===== src/tank_pkg.sv =====
`default_nettype none

package tank_pkg;

	// enemy tank count, also sets the enable and alive mask widths
	localparam int NUM_ENEMIES = 4;

	// hit event buffer
	localparam int HIT_FIFO_DEPTH = 4;
	localparam int FIFO_PTR_W = $clog2(HIT_FIFO_DEPTH);

	typedef enum logic [1:0]
	{
		MODE_IDLE = 2'd0,
		MODE_PLAY = 2'd1,
		MODE_OVER = 2'd2
	} game_mode_t;

	// enemy n is encoded as n, the player as zero
	typedef enum logic [2:0]
	{
		TGT_PLAYER = 3'd0,
		TGT_ENEMY1 = 3'd1,
		TGT_ENEMY2 = 3'd2,
		TGT_ENEMY3 = 3'd3,
		TGT_ENEMY4 = 3'd4
	} target_t;

	typedef logic [2:0] hp_t;
	typedef logic [2:0] dmg_t;

	typedef struct packed
	{
		target_t target;
		dmg_t    damage;
	} hit_event_t;

	typedef struct packed
	{
		logic [NUM_ENEMIES-1:0] bul;
		logic                   mybul;
		logic                   mytank_app;
		logic                   mytank_phy;
		logic [NUM_ENEMIES-1:0] eny_app;
		logic [NUM_ENEMIES-1:0] eny_phy;
	} enable_t;

	typedef struct packed
	{
		hp_t                    player_hp;
		logic [NUM_ENEMIES-1:0] enemy_alive;
	} health_t;

	localparam hp_t PLAYER_HP_INIT = 3'd7;
	localparam hp_t ENEMY_HP_INIT  = 3'd3;

endpackage

`default_nettype wire


===== src/apb_pkg.sv =====
`default_nettype none

package apb_pkg;

	localparam int APB_ADDR_W = 8;
	localparam int APB_DATA_W = 16;

	typedef struct packed
	{
		logic                  psel;
		logic                  penable;
		logic                  pwrite;
		logic [APB_ADDR_W-1:0] paddr;
		logic [APB_DATA_W-1:0] pwdata;
	} apb_req_t;

	typedef struct packed
	{
		logic [APB_DATA_W-1:0] prdata;
		logic                  pready;
		logic                  pslverr;
	} apb_rsp_t;

	// register map
	localparam logic [APB_ADDR_W-1:0] REG_CTRL   = 8'h00;
	localparam logic [APB_ADDR_W-1:0] REG_HIT    = 8'h04;
	localparam logic [APB_ADDR_W-1:0] REG_STATUS = 8'h08;

	// start command bit in REG_CTRL
	localparam int CTRL_START_BIT = 0;

endpackage

`default_nettype wire


===== src/event_fifo.sv =====
`timescale 1ns/1ps
`default_nettype none

module event_fifo
	import tank_pkg::*;
#(
	parameter type payload_t = logic
)
(
	input  wire           clk,
	input  wire           rst_n,
	input  wire           push,
	input  wire payload_t push_data,
	output logic          full,
	input  wire           pop,
	output payload_t      pop_data,
	output logic          empty
);

	payload_t              mem [HIT_FIFO_DEPTH];
	logic [FIFO_PTR_W-1:0] wr_ptr;
	logic [FIFO_PTR_W-1:0] rd_ptr;
	logic [FIFO_PTR_W:0]   count;
	logic                  wr_en;
	logic                  rd_en;

	assign full  = (count == (FIFO_PTR_W + 1)'(HIT_FIFO_DEPTH));
	assign empty = (count == '0);
	assign wr_en = push && !full;
	assign rd_en = pop && !empty;

	// head of the buffer is always visible
	assign pop_data = mem[rd_ptr];

	always_ff @(posedge clk)
	begin
		if (wr_en)
			mem[wr_ptr] <= push_data;
	end

	// pointers wrap on their own since the depth is a power of two
	always_ff @(posedge clk or negedge rst_n)
	begin
		if (!rst_n)
		begin
			wr_ptr <= '0;
			rd_ptr <= '0;
			count  <= '0;
		end
		else
		begin
			if (wr_en)
				wr_ptr <= wr_ptr + 1'b1;
			if (rd_en)
				rd_ptr <= rd_ptr + 1'b1;
			case ({wr_en, rd_en})
				2'b10:   count <= count + 1'b1;
				2'b01:   count <= count - 1'b1;
				default: count <= count;
			endcase
		end
	end

	// producer must honour full
	a_no_push_full: assert property (@(posedge clk) disable iff (!rst_n)
		full |-> !push);

	// consumer must honour empty
	a_no_pop_empty: assert property (@(posedge clk) disable iff (!rst_n)
		empty |-> !pop);

endmodule

`default_nettype wire


===== src/hp_tracker.sv =====
`timescale 1ns/1ps
`default_nettype none

module hp_tracker
	import tank_pkg::*;
(
	input  wire             clk,
	input  wire             rst_n,
	input  wire game_mode_t mode,
	output logic            pop,
	input  wire hit_event_t pop_data,
	input  wire             empty,
	output health_t         health
);

	hp_t  player_hp;
	hp_t  enemy_hp [NUM_ENEMIES];
	logic apply;

	// hp minus damage, floored at zero
	function automatic hp_t sat_sub(input hp_t hp, input dmg_t dmg);
		if (hp > hp_t'(dmg))
			return hp - hp_t'(dmg);
		return '0;
	endfunction

	// events left over from a finished game are flushed while idle
	assign pop   = !empty && (mode == MODE_PLAY || mode == MODE_IDLE);
	assign apply = pop && (mode == MODE_PLAY);

	always_ff @(posedge clk or negedge rst_n)
	begin
		if (!rst_n)
		begin
			player_hp <= PLAYER_HP_INIT;
			for (int i = 0; i < NUM_ENEMIES; i++)
				enemy_hp[i] <= ENEMY_HP_INIT;
		end
		else if (mode == MODE_IDLE)
		begin
			// held at full health so PLAY is entered with fresh values
			player_hp <= PLAYER_HP_INIT;
			for (int i = 0; i < NUM_ENEMIES; i++)
				enemy_hp[i] <= ENEMY_HP_INIT;
		end
		else if (apply)
		begin
			if (pop_data.target == TGT_PLAYER)
			begin
				player_hp <= sat_sub(player_hp, pop_data.damage);
			end
			else
			begin
				for (int i = 0; i < NUM_ENEMIES; i++)
				begin
					// a dead enemy stays dead
					if (pop_data.target == target_t'(i + 1) && enemy_hp[i] != '0)
						enemy_hp[i] <= sat_sub(enemy_hp[i], pop_data.damage);
				end
			end
		end
	end

	always_comb
	begin
		health.player_hp = player_hp;
		for (int i = 0; i < NUM_ENEMIES; i++)
			health.enemy_alive[i] = (enemy_hp[i] != '0);
	end

endmodule

`default_nettype wire


===== src/game_mode.sv =====
`timescale 1ns/1ps
`default_nettype none

module game_mode
	import tank_pkg::*;
(
	input  wire          clk,
	input  wire          rst_n,
	input  wire          start,
	input  wire health_t health,
	output game_mode_t   mode,
	output enable_t      enables
);

	game_mode_t mode_nxt;
	enable_t    enables_nxt;

	// idle -> play -> over -> idle
	always_comb
	begin
		mode_nxt = mode;
		case (mode)
			MODE_IDLE:
			begin
				if (start)
					mode_nxt = MODE_PLAY;
			end
			MODE_PLAY:
			begin
				// player destroyed or every enemy gone
				if (health.player_hp == '0 || health.enemy_alive == '0)
					mode_nxt = MODE_OVER;
			end
			MODE_OVER:
			begin
				if (start)
					mode_nxt = MODE_IDLE;
			end
			default:
			begin
				mode_nxt = MODE_IDLE;
			end
		endcase
	end

	// enables are computed from the next mode so they change with it
	always_comb
	begin
		enables_nxt = '0;
		if (mode_nxt == MODE_PLAY)
		begin
			enables_nxt.mybul      = 1'b1;
			enables_nxt.mytank_app = 1'b1;
			enables_nxt.mytank_phy = 1'b1;
			// dead enemies lose their tank and their bullet
			enables_nxt.bul        = health.enemy_alive;
			enables_nxt.eny_app    = health.enemy_alive;
			enables_nxt.eny_phy    = health.enemy_alive;
		end
	end

	always_ff @(posedge clk or negedge rst_n)
	begin
		if (!rst_n)
		begin
			mode    <= MODE_IDLE;
			enables <= '0;
		end
		else
		begin
			mode    <= mode_nxt;
			enables <= enables_nxt;
		end
	end

	// nothing moves outside a running game
	a_enables_off: assert property (@(posedge clk) disable iff (!rst_n)
		mode != MODE_PLAY |-> enables == '0);

	// health is restored before a game starts
	a_full_on_start: assert property (@(posedge clk) disable iff (!rst_n)
		(mode == MODE_IDLE && start) |-> health.player_hp == PLAYER_HP_INIT);

endmodule

`default_nettype wire


===== src/apb_game_port.sv =====
`timescale 1ns/1ps
`default_nettype none

module apb_game_port
	import tank_pkg::*;
	import apb_pkg::*;
(
	input  wire             clk,
	input  wire             rst_n,
	input  wire apb_req_t   req,
	output apb_rsp_t        rsp,
	input  wire game_mode_t mode,
	input  wire health_t    health,
	output logic            start,
	output logic            push,
	output hit_event_t      push_data,
	input  wire             full
);

	logic                  access;
	logic                  in_play;
	logic                  start_req;
	logic [APB_DATA_W-1:0] status_word;

	// access phase of a transfer
	assign access  = req.psel && req.penable;
	assign in_play = (mode == MODE_PLAY);

	// mode in 1:0, player hp in 4:2, enemy alive mask in 8:5
	assign status_word = APB_DATA_W'({health.enemy_alive, health.player_hp, mode});

	assign push_data = hit_event_t'(req.pwdata[$bits(hit_event_t)-1:0]);

	always_comb
	begin
		rsp       = '0;
		push      = 1'b0;
		start_req = 1'b0;
		if (access)
		begin
			case (req.paddr)
				REG_CTRL:
				begin
					rsp.pready = 1'b1;
					start_req  = req.pwrite && req.pwdata[CTRL_START_BIT];
				end
				REG_HIT:
				begin
					if (!req.pwrite)
					begin
						// write only, reads return zero
						rsp.pready = 1'b1;
					end
					else if (!in_play)
					begin
						// no game running, the hit is dropped
						rsp.pready  = 1'b1;
						rsp.pslverr = 1'b1;
					end
					else
					begin
						// hold the host off while the buffer is full
						rsp.pready = !full;
						push       = !full;
					end
				end
				REG_STATUS:
				begin
					rsp.pready = 1'b1;
					if (req.pwrite)
						rsp.pslverr = 1'b1;
					else
						rsp.prdata = status_word;
				end
				default:
				begin
					rsp.pready  = 1'b1;
					rsp.pslverr = 1'b1;
				end
			endcase
		end
	end

	// one-cycle start pulse after the CTRL write completes
	always_ff @(posedge clk or negedge rst_n)
	begin
		if (!rst_n)
		begin
			start <= 1'b0;
		end
		else
		begin
			start <= start_req;
		end
	end

endmodule

`default_nettype wire


===== src/tank_game_top.sv =====
`timescale 1ns/1ps
`default_nettype none

module tank_game_top
	import tank_pkg::*;
	import apb_pkg::*;
(
	input  wire           clk,
	input  wire           rst_n,
	input  wire apb_req_t apb_req,
	output apb_rsp_t      apb_rsp,
	output enable_t       enables
);

	game_mode_t mode;
	health_t    health;
	hit_event_t push_data;
	hit_event_t pop_data;
	logic       start;
	logic       push;
	logic       pop;
	logic       full;
	logic       empty;

	// host side
	apb_game_port u_port (
		.clk       (clk),
		.rst_n     (rst_n),
		.req       (apb_req),
		.rsp       (apb_rsp),
		.mode      (mode),
		.health    (health),
		.start     (start),
		.push      (push),
		.push_data (push_data),
		.full      (full)
	);

	// hit reports waiting for the tracker
	event_fifo #(
		.payload_t (hit_event_t)
	) u_hit_fifo (
		.clk       (clk),
		.rst_n     (rst_n),
		.push      (push),
		.push_data (push_data),
		.full      (full),
		.pop       (pop),
		.pop_data  (pop_data),
		.empty     (empty)
	);

	hp_tracker u_hp (
		.clk      (clk),
		.rst_n    (rst_n),
		.mode     (mode),
		.pop      (pop),
		.pop_data (pop_data),
		.empty    (empty),
		.health   (health)
	);

	game_mode u_mode (
		.clk     (clk),
		.rst_n   (rst_n),
		.start   (start),
		.health  (health),
		.mode    (mode),
		.enables (enables)
	);

endmodule

`default_nettype wire


===== config.mk =====
export PLATFORM = sky130hd
export DESIGN_NAME = tank_game_top
export DESIGN_NICKNAME = d
export VERILOG_FILES = /design/src/tank_pkg.sv /design/src/apb_pkg.sv /design/src/event_fifo.sv /design/src/hp_tracker.sv /design/src/game_mode.sv /design/src/apb_game_port.sv /design/src/tank_game_top.sv
export SDC_FILE = /design/constraint.sdc
export NUM_CORES = 1
export LEC_CHECK = 0
export BUFFER_PORTS_ARGS = -buffer_cell sky130_fd_sc_hd__buf_2
export CAP_MARGIN = 20
export CORE_MARGIN = 5
export CORE_UTILIZATION = 50
export DETAILED_ROUTE_END_ITERATION = 10
export GPL_ROUTABILITY_DRIVEN = 1
export PLACE_DENSITY = 0.73
export RECOVER_POWER = 25
export SLEW_MARGIN = 15
export SYNTH_ARGS = -nofsm -noshare
export SYNTH_HDL_FRONTEND = slang
export SYNTH_SLANG_ARGS = --single-unit

===== constraint.sdc =====
create_clock -name clk -period 3.6 [get_ports clk]
set_input_delay 0.18 -clock clk [delete_from_list [all_inputs] [get_ports clk]]
set_output_delay 0.18 -clock clk [all_outputs]
set_load 0.1 [all_outputs]

---- Word-level counts from Yosys, hierarchy flattened ----
Memories as Yosys holds them, arrays and structs flattened.
Index checks and enable logic that the tools add are counted.
operators by class
  equal/unequal tests ..................... 13
  reductions and logical operators ........ 36
  mux-type cells .......................... 68
  add/sub/neg operators ................... 9
  magnitude comparators ................... 5
operators by type and width
  kind                   count
  $mux W3                17
  $mux W1                38
  $mux W12               3
  $mux W9                2
  $gt A3 B3 Y1           5
  $mux W15               1
  $sub A3 B3 Y3          5
  $reduce_bool A2 Y1     7
  $reduce_and A3 Y1      4
  $reduce_bool A3 Y1     4
  $mux W11               1
  $logic_and A1 B1 Y1    10
  $logic_not A3 Y1       3
  $eq A8 B3 Y1 const B   1
  $eq A8 B4 Y1 const B   1
  $logic_not A8 Y1       1
  $eq A2 B1 Y1 const B   3
  $eq A3 B2 Y1 const B   2
  $eq A3 B3 Y1 const B   2
  $mux W2                3
  $pmux W2 S3            1
  $pmux W3 S2            1
  $add A2 B1 Y2 const B  2
  $eq A2 B2 Y1 const B   2
  10 further kinds       12
storage, ports and cells
  output and inout port bits .............. 33
  memories kept ........................... 1
  flip-flop bits (word level) ............. 40
  bits in writable memories ............... 24
memories
  name            depth  width  rd ports  clocked after Yosys merged registers in  wr ports  RTL line          RTL
  u_hit_fifo.mem  4      6      1         0                                        1         event_fifo.sv:20  payload_t mem [HIT_FIFO_DEPTH];

---- Depth between registers and ports, before layout ----
Gate-level depths: netlist of the first run.
An unclocked memory read counts as a cell.
  word-level depth ........................ 12
  mapped depth ............................ 10

---- By module ----
Synthesis of the first run repeated with hierarchy kept, for this count alone.
second synthesis, totals
  cell total of the unflattened synthesis .. 295
  area total of the unflattened synthesis .. 3423.3 um2
modules (own cells, without submodules)
  module         times used  cells an instance  seq. area each (um2)  area an instance (um2)
  hp_tracker     1           143                389.1                 1342.5
  event_fifo     1           69                 895.9                 1306.3
  apb_game_port  1           50                 25.0                  401.6
  game_mode      1           33                 175.2                 372.9

---- Worst setup path after synthesis of the first run ----
No wires, ideal clock.
  path kind ............................... register to output
  start ................................... register u_mode.mode[1]
  end ..................................... output apb_rsp[0] (netlist bit)
  path slack .............................. 0.928 ns
  arrival ................................. 2.492 ns
  stages on the path, launching flop included .. 5
  cells stage by stage .................... dfrtp_1 -> clkbuf_1 -> nand2b_1 -> nand3_1 -> a31oi_1
RTL lines
  element                 RTL line             RTL
  start, declared         game_mode.sv:11      output game_mode_t mode,
  start signal, assigned  game_mode.sv:71      mode <= mode_nxt;
  end, declared           tank_game_top.sv:11  output apb_rsp_t apb_rsp,

---- Worst setup path after layout of the first run ----
  start ................................... register u_hit_fifo.rd_ptr[0]
  end ..................................... register u_hp.enemy_hp[11] (netlist bit)
on the way
  longest elaborated chain between the ends .. 12
ends and longest elaborated chain
  element                        RTL line          RTL
  start, declared                event_fifo.sv:22  logic [FIFO_PTR_W-1:0] rd_ptr;
  start signal, assigned         event_fifo.sv:55  rd_ptr <= rd_ptr + 1'b1;
  $mem_v2 Z4 W6 (*)              n/a
  $gt A3 B3 Y1                   hp_tracker.sv:22  if (hp > hp_t'(dmg))
  $mux W1                        hp_tracker.sv:22
  $mux W1                        hp_tracker.sv:57  if (pop_data.target == target_t'(i + 1) && enemy_hp[i] != '0)
  $mux W1                        hp_tracker.sv:48  if (pop_data.target == TGT_PLAYER)
  $mux W1                        hp_tracker.sv:46  else if (apply)
  $mux W1                        hp_tracker.sv:39  else if (mode == MODE_IDLE)
  $mux W3                        hp_tracker.sv:24  return '0;
  $mux W3                        hp_tracker.sv:57
  $mux W12                       hp_tracker.sv:48
  $mux W12                       hp_tracker.sv:46
  $mux W12                       hp_tracker.sv:39
  end signal, assigned by index  hp_tracker.sv:58  enemy_hp[i] <= sat_sub(enemy_hp[i], pop_data.damage);
  end, declared                  hp_tracker.sv:17  hp_t enemy_hp [NUM_ENEMIES];
Mark *: on every way between the ends. The rest lies on a longest branch, timed or not. The select of a mux whose other input is x is not followed.
A chain may end at the register's enable or synchronous reset.

==> flow_summary_export.csv, run 1 <==
group,metric,value,unit
run_status,status,"finished, violations left",
run_status,violations,"capacitance limit, slew limit",
synthesis,synth.cells.most_frequent,"edfxtp_1 (24), inv_1 (22), ha_1 (20)",
clock_tree,cts_tree,"built",
final_layout,antenna_cells_inserted,0,
timing,min_period_over_period,76.6,%
placement,place.detailed.hpwl,4.42,mm
route,post-route-drc-count,0,
global_route,globalRouteTotalUtil,16.0,%
clock_tree,numCtsBuffers,5,
synthesis,synth_edf_count,24,
synthesis,yosys.cell_types.count,47,
synthesis,synth_area_per_cell,11.5,um^2
timing,timing.hold.ws,0.0788,ns
clock_tree,cts.reportedPaths.clkPinSlew,0.11,ns
global_route,grt_pass1_vias,2032,
floorplanning,starting_density,50.6,%
clock_tree,postCtsSetupBuffers,0,
min_path,hp-class,"input pin to flip-flop",
floorplanning,core.rowCount,29,
timing,setup_viol,0,
timing,slew-limit-headroom,-20.0,%
synthesis,synth_area,3160,um^2
global_route,globalRouteOverflowTotal,0,
synthesis,synth.largest_area_cell,"edfxtp_1",
route,detailed_route_vias_per_instance,5.39,
floorplanning,core,6240,um^2
power_and_ir_drop,peak_supply_drop,0.000337,V
setup_path,crit_fanout,8,
setup_path,r2r.worst_path.cells,7,
timing,rsz0062_at_grt,"no",
synthesis,ys_async_sr_fraction,55.6,%
synthesis,synth_warnings,0,
synthesis,synth-seq-area-share,47.0,%
floorplanning,die_w,89.5,um
setup_path,worstReg2RegEnd,"u_hp.enemy_hp[11]$_DFFE_PN0P_",
clock_tree,clk_path_buf_depth,2,
placement,final_wtd_congestion,0.757,
setup_path,worst_r2r_startpoint,"u_hit_fifo.rd_ptr[0]$_DFFE_PN0P_",
floorplanning,die-area,8010,um^2
placement,io_buffer_count,44,
setup_path,reg2reg_slack,0.84,ns
setup_path,cp_data_arrival_time,2.96,ns
final_layout,design.final.nets,361,
timing,maxClockFrequency,363,MHz
synthesis,synthFlopType,"edfxtp_1",
clock_tree,clock_sinks,54,
route,detail-route-antenna-nets,0,
power_and_ir_drop,power_leakage,1.52,nW
setup_path,timing.critical_path.to_type,"flip-flop",
run,max_cap_violations,1,
power_and_ir_drop,pwr_density_cell,557,nW/um^2
floorplanning,design.portCount,62,
clock_tree,htree_num_levels,2,
timing,setup-tns-final,0,ns
floorplanning,die-height,89.5,um
min_path,hold_path_end,"u_port.start$_DFF_PN0_",
synthesis,synth_seq_cells,54,
route,dr.pass1.iters,4,
route,num_vias,2068,
timing,worst-slew-pin-transition,1.80,ns
timing,hold_viol_final,0,
power_and_ir_drop,total_power,0.00191,W
clock_tree,worstSkewPairLatency,0.31,ns
setup_path,crit_required,3.80,ns
global_route,antenna_found_initial,0,
timing,timing_max_transition_violations_final,31,
clock_tree,root_driver,"clkbuf_8",
synthesis,synth_most_common_cell,"edfxtp_1",
route,drt-wirelength-per-cell,15.2,um
timing,max_clock_skew,0.00799,ns
route,postRouteWirelength,5.85,mm
min_path,whs_path_depth,2,
synthesis,synthCells,274,
final_layout,finish.utilization,55.0,%
setup_path,path_class,"flip-flop to flip-flop",
synthesis,netlist_top_cells_area,"edfxtp_1 (23%), dfrtp_1 (15%), dfstp_2 (9.1%), ha_1 (7.9%), buf_4 (4.0%)",
final_layout,syn2layout_area_growth,8.55,%
timing,layout_min_cycle_time,2.76,ns
setup_path,start_kind,"flip-flop",
global_route,grt_pass1_wl,9.73,mm
final_layout,drive_above_1_share,22.1,%
route,drtIter0Drc,84,
synthesis,synth_largest_type_area_fraction,22.8,%
global_route,grt_start_max_net_pins,31,
min_path,hold_path.startpoint,"apb_req[18]",
-- cell type report --
| type | instances | area (um^2) |
|---|---|---|
| Multi-Input combinational cell | 177 | 1440 |
| Sequential cell | 54 | 1490 |
| Fill cell | 543 | 2810 |
| Tap cell | 77 | 96.3 |
| Inverter | 22 | 82.6 |
| Clock buffer | 5 | 68.8 |
| Clock inverter | 3 | 28.8 |
| Timing Repair Buffer | 46 | 229 |
-- worst max path at each step --
stage	slack (ns)	to	cells after the start	startpoint
after floorplan	0.93	apb_rsp[0]	4	u_mode.mode[1]$_DFF_PN0_
after global placement	0.86	u_hp.enemy_hp[11]$_DFFE_PN0P_	7	u_hit_fifo.rd_ptr[0]$_DFFE_PN0P_
after detailed placement	0.83	u_hp.enemy_hp[8]$_DFFE_PN0P_	7	u_hit_fifo.rd_ptr[0]$_DFFE_PN0P_
after CTS	0.81	u_hp.enemy_hp[8]$_DFFE_PN0P_	7	u_hit_fifo.rd_ptr[0]$_DFFE_PN0P_
after global routing	0.66	u_hp.enemy_hp[11]$_DFFE_PN0P_	7	u_hit_fifo.rd_ptr[0]$_DFFE_PN0P_
final	0.84	u_hp.enemy_hp[11]$_DFFE_PN0P_	7	u_hit_fifo.rd_ptr[0]$_DFFE_PN0P_
-- cells in the final DEF (no fill, tap or decap), types with 2 or more instances in the layout --
master / synthesis / routed
buf_2: 2 / 37
edfxtp_1: 24 / 24
inv_1: 22 / 22
ha_1: 20 / 20
dfrtp_1: 19 / 19
o211ai_1: 17 / 17
o21ai_0: 15 / 15
nor2_1: 12 / 12
dfstp_2: 11 / 11
nor3_1: 10 / 10
nand2_1: 7 / 7
and2_1: 7 / 7
conb_1: 1 / 7
clkbuf_1: 6 / 7
nor2b_1: 6 / 6
xor2_1: 6 / 6
fa_1: 6 / 6
nand3_1: 5 / 5
o21a_1: 5 / 5
o21bai_1: 5 / 5
xnor2_1: 5 / 5
clkbuf_8: 0 / 5
mux4_1: 4 / 4
nor4_1: 4 / 4
a31oi_1: 4 / 4
mux2i_1: 3 / 3
or2_2: 3 / 3
o2111ai_1: 3 / 3
o31ai_1: 3 / 3
nand2b_1: 2 / 2
mux4_2: 2 / 2
or3_4: 2 / 2
o21ai_1: 2 / 2
-- registers in the layout, summed over array words and instances (netlist names) --
signal,cells
u_hit_fifo.mem,24
u_mode.mode,2
u_hit_fifo.count,3
u_hp.player_hp,3
u_hit_fifo.wr_ptr,2
u_hit_fifo.rd_ptr,2
u_port.start,1
u_hp.enemy_hp,12
u_mode.enables,5
-- repair_timing --
action,in CTS,in global routing
hold buffers,1,0
resized for setup,0,0
hold endpoints to repair,19,0
-- worst max-delay path, stage by stage (launching register included) --
cell,delay (ns)
dfrtp_1,0.60
mux4_1,0.75
inv_1,0.35
ha_1,0.32
nor2b_1,0.14
o21a_1,0.19
o21ai_0,0.20
o31ai_1,0.10
-- metrics by stage --
step	area (um^2)	setup slack, ns	instances
2_1_floorplan	3180	0.928	280
3_3_place_gp	3330	0.855	375
3_5_place_dp	3330	0.826	375
4_1_cts	3440	0.807	384
5_1_grt	3430	0.663	384
6_report	3430	0.842	384
-- per-layer routing --
metal	wire length [um]	GRT usage, %	vias up
met5	0	0	-
met2	2900	28.3	36
met1	2710	20.2	993
li1	-	-	1034
met3	185	3.04	5
met4	48	4.06	0
-- cells by family after synthesis --
family / count (synthesis) / synth area share (%)
compound gates: 56 / 11.9
flops: 54 / 47.0
simple gates: 67 / 12.0
xor+xnor: 11 / 3.05
buf+inv: 49 / 8.16
other cells: 1 / 0.119
fa+ha+maj: 26 / 11.7
mux: 10 / 6.06
-- power by group --
group	total, W	internal [W]	leakage [nW]	switching [W]
sequential	0.000731	0.000680	0.580	0.0000517
combinational	0.000811	0.000335	0.889	0.000476
clock	0.000368	0.000146	0.0506	0.000222
total	0.00191	0.00116	1.52	0.000749
Power figures use the tool's default switching activity.
==> inputs of run 2 (changes only) <==
--- a/config.mk
+++ b/config.mk
@@ -11,7 +11,7 @@
 export CORE_UTILIZATION = 50
 export DETAILED_ROUTE_END_ITERATION = 10
 export GPL_ROUTABILITY_DRIVEN = 1
-export PLACE_DENSITY = 0.73
+export PLACE_DENSITY = 0.76
 export RECOVER_POWER = 25
 export SLEW_MARGIN = 15
 export SYNTH_ARGS = -nofsm -noshare
==> constraint.sdc (replaced) <==
create_clock -name clk -period 2.3 [get_ports clk]
set_input_delay 0.115 -clock clk [delete_from_list [all_inputs] [get_ports clk]]
set_output_delay 0.115 -clock clk [all_outputs]
set_load 0.1 [all_outputs]
==> run 2 against run 1 <==
Compared with the run above: clock power rose by 54%; die area did not move; sequential share of layout area fell by 3.6 points; combinational power rose by 120%; the flow still finishes with violations (capacitance limit, slew limit); register-to-register slack got worse by 0.80 ns; highest routed layer unchanged; first-iteration DRC count rose by 4.8%.
==> flow_summary_export.csv, run 2 (synthesis results as in run 1) <==
group,metric,value,unit
setup_path,worst_path_top_cell_family_by_delay,"adder cells",
global_route,globalRouteOverflowTotal,0,
power_and_ir_drop,sw_frac_of_total,37.5,%
run_status,violations,"capacitance limit, slew limit",
min_path,whs_path_depth,2,
timing,worst-slew-pin-transition,1.77,ns
final_layout,drive_above_1_share,35.3,%
setup_path,r2r.worst_path.cells,7,
final_layout,finish.utilization,59.9,%
power_and_ir_drop,p_seq_share,32.3,%
route,post-route-drc-count,0,
final_layout,syn2layout_area_growth,18.3,%
setup_path,cp_data_arrival_time,2.50,ns
floorplanning,die-height,89.5,um
setup_path,timing.critical_path.slowest_cell_delay,0.59,ns
power_and_ir_drop,clock_power_share,16.5,%
setup_path,timing.critical_path.to_type,"flip-flop",
global_route,grt_pass1_vias,2310,
setup_path,cp_cell_sequence,"buf_6, mux4_2, ha_4, fa_1, a31oi_1, o21ai_1, o211ai_1",
route,num_vias,2221,
timing,slew-limit-headroom,-18.3,%
global_route,globalRouteTotalUtil,17.0,%
power_and_ir_drop,share_comb_of_total_power,51.2,%
placement,post-place-cells,396,
power_and_ir_drop,total_power,0.00345,W
placement,io_buffer_count,44,
final_layout,largest_reg_flops,24,
power_and_ir_drop,peak_supply_drop,0.000581,V
route,postRouteWirelength,6.39,mm
min_path,hold_path.startpoint,"apb_req[18]",
clock_tree,clock_sinks,54,
clock_tree,htree_num_levels,2,
placement,dp_slack,-0.0416,ns
timing,hold_viol_final,0,
final_layout,reg_top3,"u_hit_fifo.mem x24, u_hp.enemy_hp x12, u_mode.enables x5",
timing,maxClockFrequency,443,MHz
timing,min_period_over_period,98.1,%
timing,worst_slack,0.0443,ns
power_and_ir_drop,p_int,0.00215,W
final_layout,most-common-layout-cells,"buf_2 (37), buf_4 (25), edfxtp_1 (24), dfrtp_1 (19)",
run_status,status,"finished, violations left",
timing,rsz0062_at_grt,"yes",
setup_path,worstReg2RegEnd,"u_hp.enemy_hp[10]$_DFFE_PN1P_",
final_layout,regMostFlops,"u_hit_fifo.mem",
setup_path,start_kind,"flip-flop",
setup_path,crit_fanout,3,
timing,setup_viol,0,
global_route,grt_pass1_wl,10.6,mm
clock_tree,worstSkewPairLatency,0.31,ns
setup_path,crit_path_top_delay_cell,"mux4_2",
clock_tree,root_driver,"clkbuf_8",
min_path,hold_path_end,"u_port.start$_DFF_PN0_",
timing,layout_min_cycle_time,2.26,ns
clock_tree,clk_path_buf_depth,2,
final_layout,mostFrequentLayoutCell,"buf_2",
setup_path,worst_r2r_startpoint,"u_hit_fifo.rd_ptr[0]$_DFFE_PN0P_",
placement,final_wtd_congestion,0.836,
floorplanning,core,6240,um^2
global_route,antenna_found_initial,0,
floorplanning,starting_density,50.6,%
power_and_ir_drop,switching_power,0.00129,W
run,max_cap_violations,1,
clock_tree,cts_tree,"built",
floorplanning,design.portCount,62,
route,dr.pass1.iters,4,
timing,max_clock_skew,0.0104,ns
clock_tree,numCtsBuffers,5,
power_and_ir_drop,pwr_density_cell,922,nW/um^2
clock_tree,cts.reportedPaths.clkPinSlew,0.11,ns
timing,timing_max_transition_violations_final,31,
placement,place.detailed.hpwl,4.87,mm
setup_path,path_class,"flip-flop to flip-flop",
final_layout,design.final.nets,388,
setup_path,crit_path_start,"u_hit_fifo.rd_ptr[0]$_DFFE_PN0P_",
setup_path,crit_required,2.54,ns
floorplanning,die_w,89.5,um
final_layout,antenna_cells_inserted,0,
final_layout,stdcell_count,411,
power_and_ir_drop,power_leakage,1.64,nW
route,drtIter0Drc,88,
setup_path,critical_path.n_buffers_inverters,1,
min_path,hp-class,"input pin to flip-flop",
floorplanning,die-area,8010,um^2
route,detailed_route_vias_per_instance,5.40,
setup_path,reg2reg_slack,0.04,ns
timing,setup-tns-final,0,ns
final_layout,n_fill_cell,505,
floorplanning,core.rowCount,29,
global_route,grt_start_max_net_pins,31,
route,drt-wirelength-per-cell,15.6,um
route,detail-route-antenna-nets,0,
==> run 2: worst max-delay path by stage <==
stage                     cells past startpoint  slack (ns)                       endpoint
final                                         7        0.04  u_hp.enemy_hp[10]$_DFFE_PN1P_
after global routing                          9       -0.05   u_hp.enemy_hp[2]$_DFFE_PN0P_
after CTS                                     5       -0.02   u_hp.enemy_hp[3]$_DFFE_PN1P_
after detailed placement                      6       -0.04  u_hp.enemy_hp[10]$_DFFE_PN1P_
after global placement                        5        0.01   u_hp.enemy_hp[4]$_DFFE_PN1P_
after floorplan                               5       -0.21                    apb_rsp[10]
==> run 2: per-stage QoR <==
step           cell area (um^2)  hold WS, ns
6_report                   3740       0.0328
5_1_grt                    3740       0.0326
4_1_cts                    3600       0.0101
3_5_place_dp               3490        0.219
3_3_place_gp               3490        0.204
2_1_floorplan              3190       -0.181
==> run 2: what timing repair did <==
action | CTS | global route
endpoints found under the hold margin | 19 | 0
hold buffers | 1 | 0
buffers inserted | 0 | 6
gates resized for setup | 2 | 33
pin swaps | 0 | 19
setup endpoints to repair | 10 | 16
==> run 2: final cells by class <==
type	count	area, um^2	area share, %
Multi-Input combinational cell	177	1520	40.8
Timing Repair Buffer	73	443	11.9
Tap cell	77	96.3	2.58
Sequential cell	54	1490	39.8
Inverter	22	90.1	2.41
Clock buffer	5	68.8	1.84
Clock inverter	3	28.8	0.770
==> run 2: worst register-to-register path, cell delays in order (launching register included) <==
cell and delay (ns):
dfrtp_1 0.41, buf_6 0.11, mux4_2 0.59, ha_4 0.21
fa_1 0.44, a31oi_1 0.15, o21ai_1 0.10, o211ai_1 0.19
==> run 2: per-layer routing <==
metal	part of all wire [%]	global-route usage [%]	wire length (um)	up-vias
met5	0	0	0	-
met1	43	19.9	2740	1086
li1	-	-	-	1087
met4	1.4	4.74	89	0
met2	52	31.5	3330	39
met3	3.7	3.13	237	9
==> run 2: power groups by stage <==
| stage | Combinational [W] | Clock [W] | Sequential (W) |
|---|---|---|---|
| after CTS | 0.00158 | 0.000574 | 0.00112 |
| after floorplan | 0.00111 | 0 | 0.00112 |
| after detailed placement | 0.00155 | 0 | 0.00113 |
| final | 0.00177 | 0.000568 | 0.00111 |
| after global routing | 0.00196 | 0.000621 | 0.00112 |
| after global placement | 0.00151 | 0 | 0.00113 |
==> inputs of run 3 (changes only) <==
--- a/config.mk
+++ b/config.mk
@@ -16,4 +16,5 @@
 export SLEW_MARGIN = 15
 export SYNTH_ARGS = -nofsm -noshare
 export SYNTH_HDL_FRONTEND = slang
+export SYNTH_HIERARCHICAL = 1
 export SYNTH_SLANG_ARGS = --single-unit
==> run 3 against run 2 <==
Compared with the run above: the run still ends with capacitance limit, slew limit left; fmax is essentially flat; via count rose by 8.4%; critical path depth down 1; synthesized cell count up 7.7%; register-to-register slack barely moved; setup slack better by 0.0018 ns; global-route usage down 0.70 points; largest power group is now sequential cells; highest routed layer unchanged.
==> flow_summary_export.csv, run 3 <==
group,metric,value,unit
floorplanning,design.portCount,62,
synthesis,synth_warnings,6,
floorplanning,die-height,92.7,um
final_layout,largest_reg_flops,24,
route,num_vias,2408,
run_status,status,"finished, violations left",
route,drtIter0Drc,118,
global_route,grt_start_max_net_pins,31,
final_layout,mostFrequentLayoutCell,"buf_2",
placement,final_wtd_congestion,0.813,
clock_tree,numCtsBuffers,5,
timing,hold_viol_final,0,
synthesis,synth_edf_count,24,
final_layout,most-common-layout-cells,"buf_2 (28), inv_1 (26), edfxtp_1 (24), buf_4 (23), dfrtp_1 (18)",
timing,setup-tns-final,0,ns
clock_tree,clock_sinks,54,
setup_path,crit_required,2.51,ns
timing,timing.hold.ws,0.0625,ns
route,detail-route-antenna-nets,0,
synthesis,ys_async_sr_fraction,55.6,%
final_layout,syn2layout_area_growth,22.7,%
power_and_ir_drop,pwr_density_cell,438,nW/um^2
placement,io_buffer_count,44,
final_layout,antenna_cells_inserted,0,
synthesis,synth_largest_type_area_fraction,21.1,%
floorplanning,starting_density,50.9,%
route,drt-wirelength-per-cell,16.4,um
final_layout,regMostFlops,"u_hit_fifo/mem",
timing,setup_viol,0,
global_route,antenna_found_initial,0,
run,max_cap_violations,1,
synthesis,synth_area,3420,um^2
final_layout,stdcell_count,428,
setup_path,cp_data_arrival_time,2.46,ns
clock_tree,htree_num_levels,2,
synthesis,synth.cells.most_frequent,"inv_1 (30), edfxtp_1 (24), buf_4 (23)",
final_layout,reg_top3,"u_hit_fifo/mem x24, u_hp/enemy_hp x12, u_mode/enables x5",
route,post-route-drc-count,0,
route,detailed_route_vias_per_instance,5.63,
route,postRouteWirelength,7.04,mm
final_layout,final_design_area_no_fill,4200,um^2
synthesis,synthCells,295,
floorplanning,die-area,8600,um^2
timing,rsz0062_at_grt,"yes",
synthesis,synth.largest_area_cell,"edfxtp_1",
setup_path,crit_fanout,7,
run_status,violations,"capacitance limit, slew limit",
timing,slew-limit-headroom,-11.2,%
global_route,globalRouteOverflowTotal,0,
final_layout,drive_above_1_share,39.7,%
clock_tree,clk_path_buf_depth,2,
clock_tree,cts_tree,"built",
setup_path,timing.critical_path.to_type,"flip-flop",
synthesis,synth_area_per_cell,11.6,um^2
timing,timing_max_transition_violations_final,31,
placement,post-place-cells,415,
synthesis,yosys.cell_types.count,57,
clock_tree,worstSkewPairLatency,0.31,ns
timing,worst-slew-pin-transition,1.67,ns
min_path,hp-class,"input pin to flip-flop",
placement,dpl_cell_area,3930,um^2
synthesis,netlist_top_cells_area,"edfxtp_1 (21%), dfrtp_1 (14%), dfstp_2 (8.4%), ha_1 (7.3%), buf_4 (5.0%)",
clock_tree,cts.reportedPaths.clkPinSlew,0.09,ns
synthesis,synth_most_common_cell,"inv_1",
timing,min_period_over_period,98.0,%
synthesis,synth_seq_cells,54,
route,dr.pass1.iters,4,
setup_path,start_kind,"flip-flop",
setup_path,path_class,"flip-flop to flip-flop",
floorplanning,core,6720,um^2
power_and_ir_drop,peak_supply_drop,0.000334,V
synthesis,synth-seq-area-share,43.4,%
clock_tree,root_driver,"clkbuf_8",
global_route,globalRouteTotalUtil,16.3,%
power_and_ir_drop,power_leakage,1.80,nW
global_route,grt_pass1_wl,11.2,mm
floorplanning,die_w,92.7,um
timing,layout_min_cycle_time,2.25,ns
timing,maxClockFrequency,444,MHz
timing,max_clock_skew,0.0124,ns
floorplanning,core.rowCount,30,
final_layout,design.final.nets,402,
synthesis,synthFlopType,"edfxtp_1",
placement,place.detailed.hpwl,5.27,mm
global_route,grt_pass1_vias,2358,
==> run 3: cell count changes after synthesis, sizes merged, moves of 6 or more <==
cell	delta
inv	+8
o311ai	+10
o211ai	-13
nor3	-6
buf	+7
nor4	+6
nand2	+6
==> run 3: worst paths after layout <==
kind                                               endpoint  slack (ns)                        startpoint  depth (start not counted)
max                            u_hp/enemy_hp[4]$_DFFE_PN1P_        0.05  u_hit_fifo/rd_ptr[0]$_DFFE_PN0P_                          6
min                          u_hit_fifo/mem[1][2]$_DFFE_PP_        0.06                        apb_req[2]                          1
max reg2reg                    u_hp/enemy_hp[4]$_DFFE_PN1P_        0.05  u_hit_fifo/rd_ptr[0]$_DFFE_PN0P_                          6
min reg2reg                 u_hit_fifo/count[2]$_DFFE_PN0P_        0.53   u_hit_fifo/count[2]$_DFFE_PN0P_                          1
max in group asynchronous  u_hit_fifo/rd_ptr[0]$_DFFE_PN0P_        0.44                             rst_n                          2
min in group asynchronous          u_mode/mode[0]$_DFF_PN0_        0.77                             rst_n                          2
==> run 3: kinds of logic (layout without fill, tap and decap cells) <==
kind of cell    count (synthesis)  after routing  share of synthesized area (%)
flops                          54             54                           43.4
buf+inv                        60            107                           9.58
simple gates                   82             82                           17.7
mux                            11             11                           5.56
fa+ha+maj                      26             26                           10.8
xor+xnor                        7              7                           1.79
compound gates                 54             54                           11.0
other cells                     1              7                          0.110
==> run 3: what timing repair did <==
action / in CTS / in global routing
hold buffers: 1 / 0
pin swaps: 0 / 10
endpoints found under the hold margin: 19 / 0
gates resized for setup: 2 / 24
buffers inserted: 2 / 2
endpoints found under the setup margin: 8 / 15
==> run 3: per-stage QoR <==
step / utilization, % / setup WS, ns / power, W
global route: 62.5 / -0.0609 / 0.00190
finish: 62.5 / 0.0461 / 0.00184
CTS: 60.8 / 0.00791 / 0.00185
global placement: 58.4 / -0.145 / 0.00119
floorplan: - / -0.270 / 0.00117
detailed placement: 58.4 / -0.207 / 0.00119
==> run 3: layer usage <==
metal / global-route usage, % / share of wire [%] / wire, um
met3: 3.09 / 3.9 / 277
met4: 2.81 / 0.58 / 41
met1: 20.8 / 43 / 3010
met2: 29.1 / 53 / 3710
met5: 0 / 0 / 0
==> run 3: cell type report <==
cell class / count / area [um^2]
inverter: 30 / 120
timing repair buffer: 69 / 541
clock buffer: 6 / 82.6
multi-input combinational: 187 / 1830
tap: 80 / 100
sequential: 54 / 1490
fill: 521 / 2520
clock inverter: 2 / 38.8
==> run 3: critical path, stage by stage (launching register included) <==
cell and delay (ns):
dfrtp_2 0.46, mux4_2 0.40, clkinvlp_4 0.24, buf_6 0.21
fa_2 0.56, nand2_2 0.06, o311ai_4 0.23
==> run 3: power breakdown <==
group          switching (W)  internal (W)  leakage (nW)  total (W)
Clock               0.000312      0.000358        0.0618   0.000670
Sequential       0.000000922       0.00101         0.585    0.00101
Combinational       0.000136     0.0000214          1.16   0.000157
Total               0.000449       0.00139          1.80    0.00184
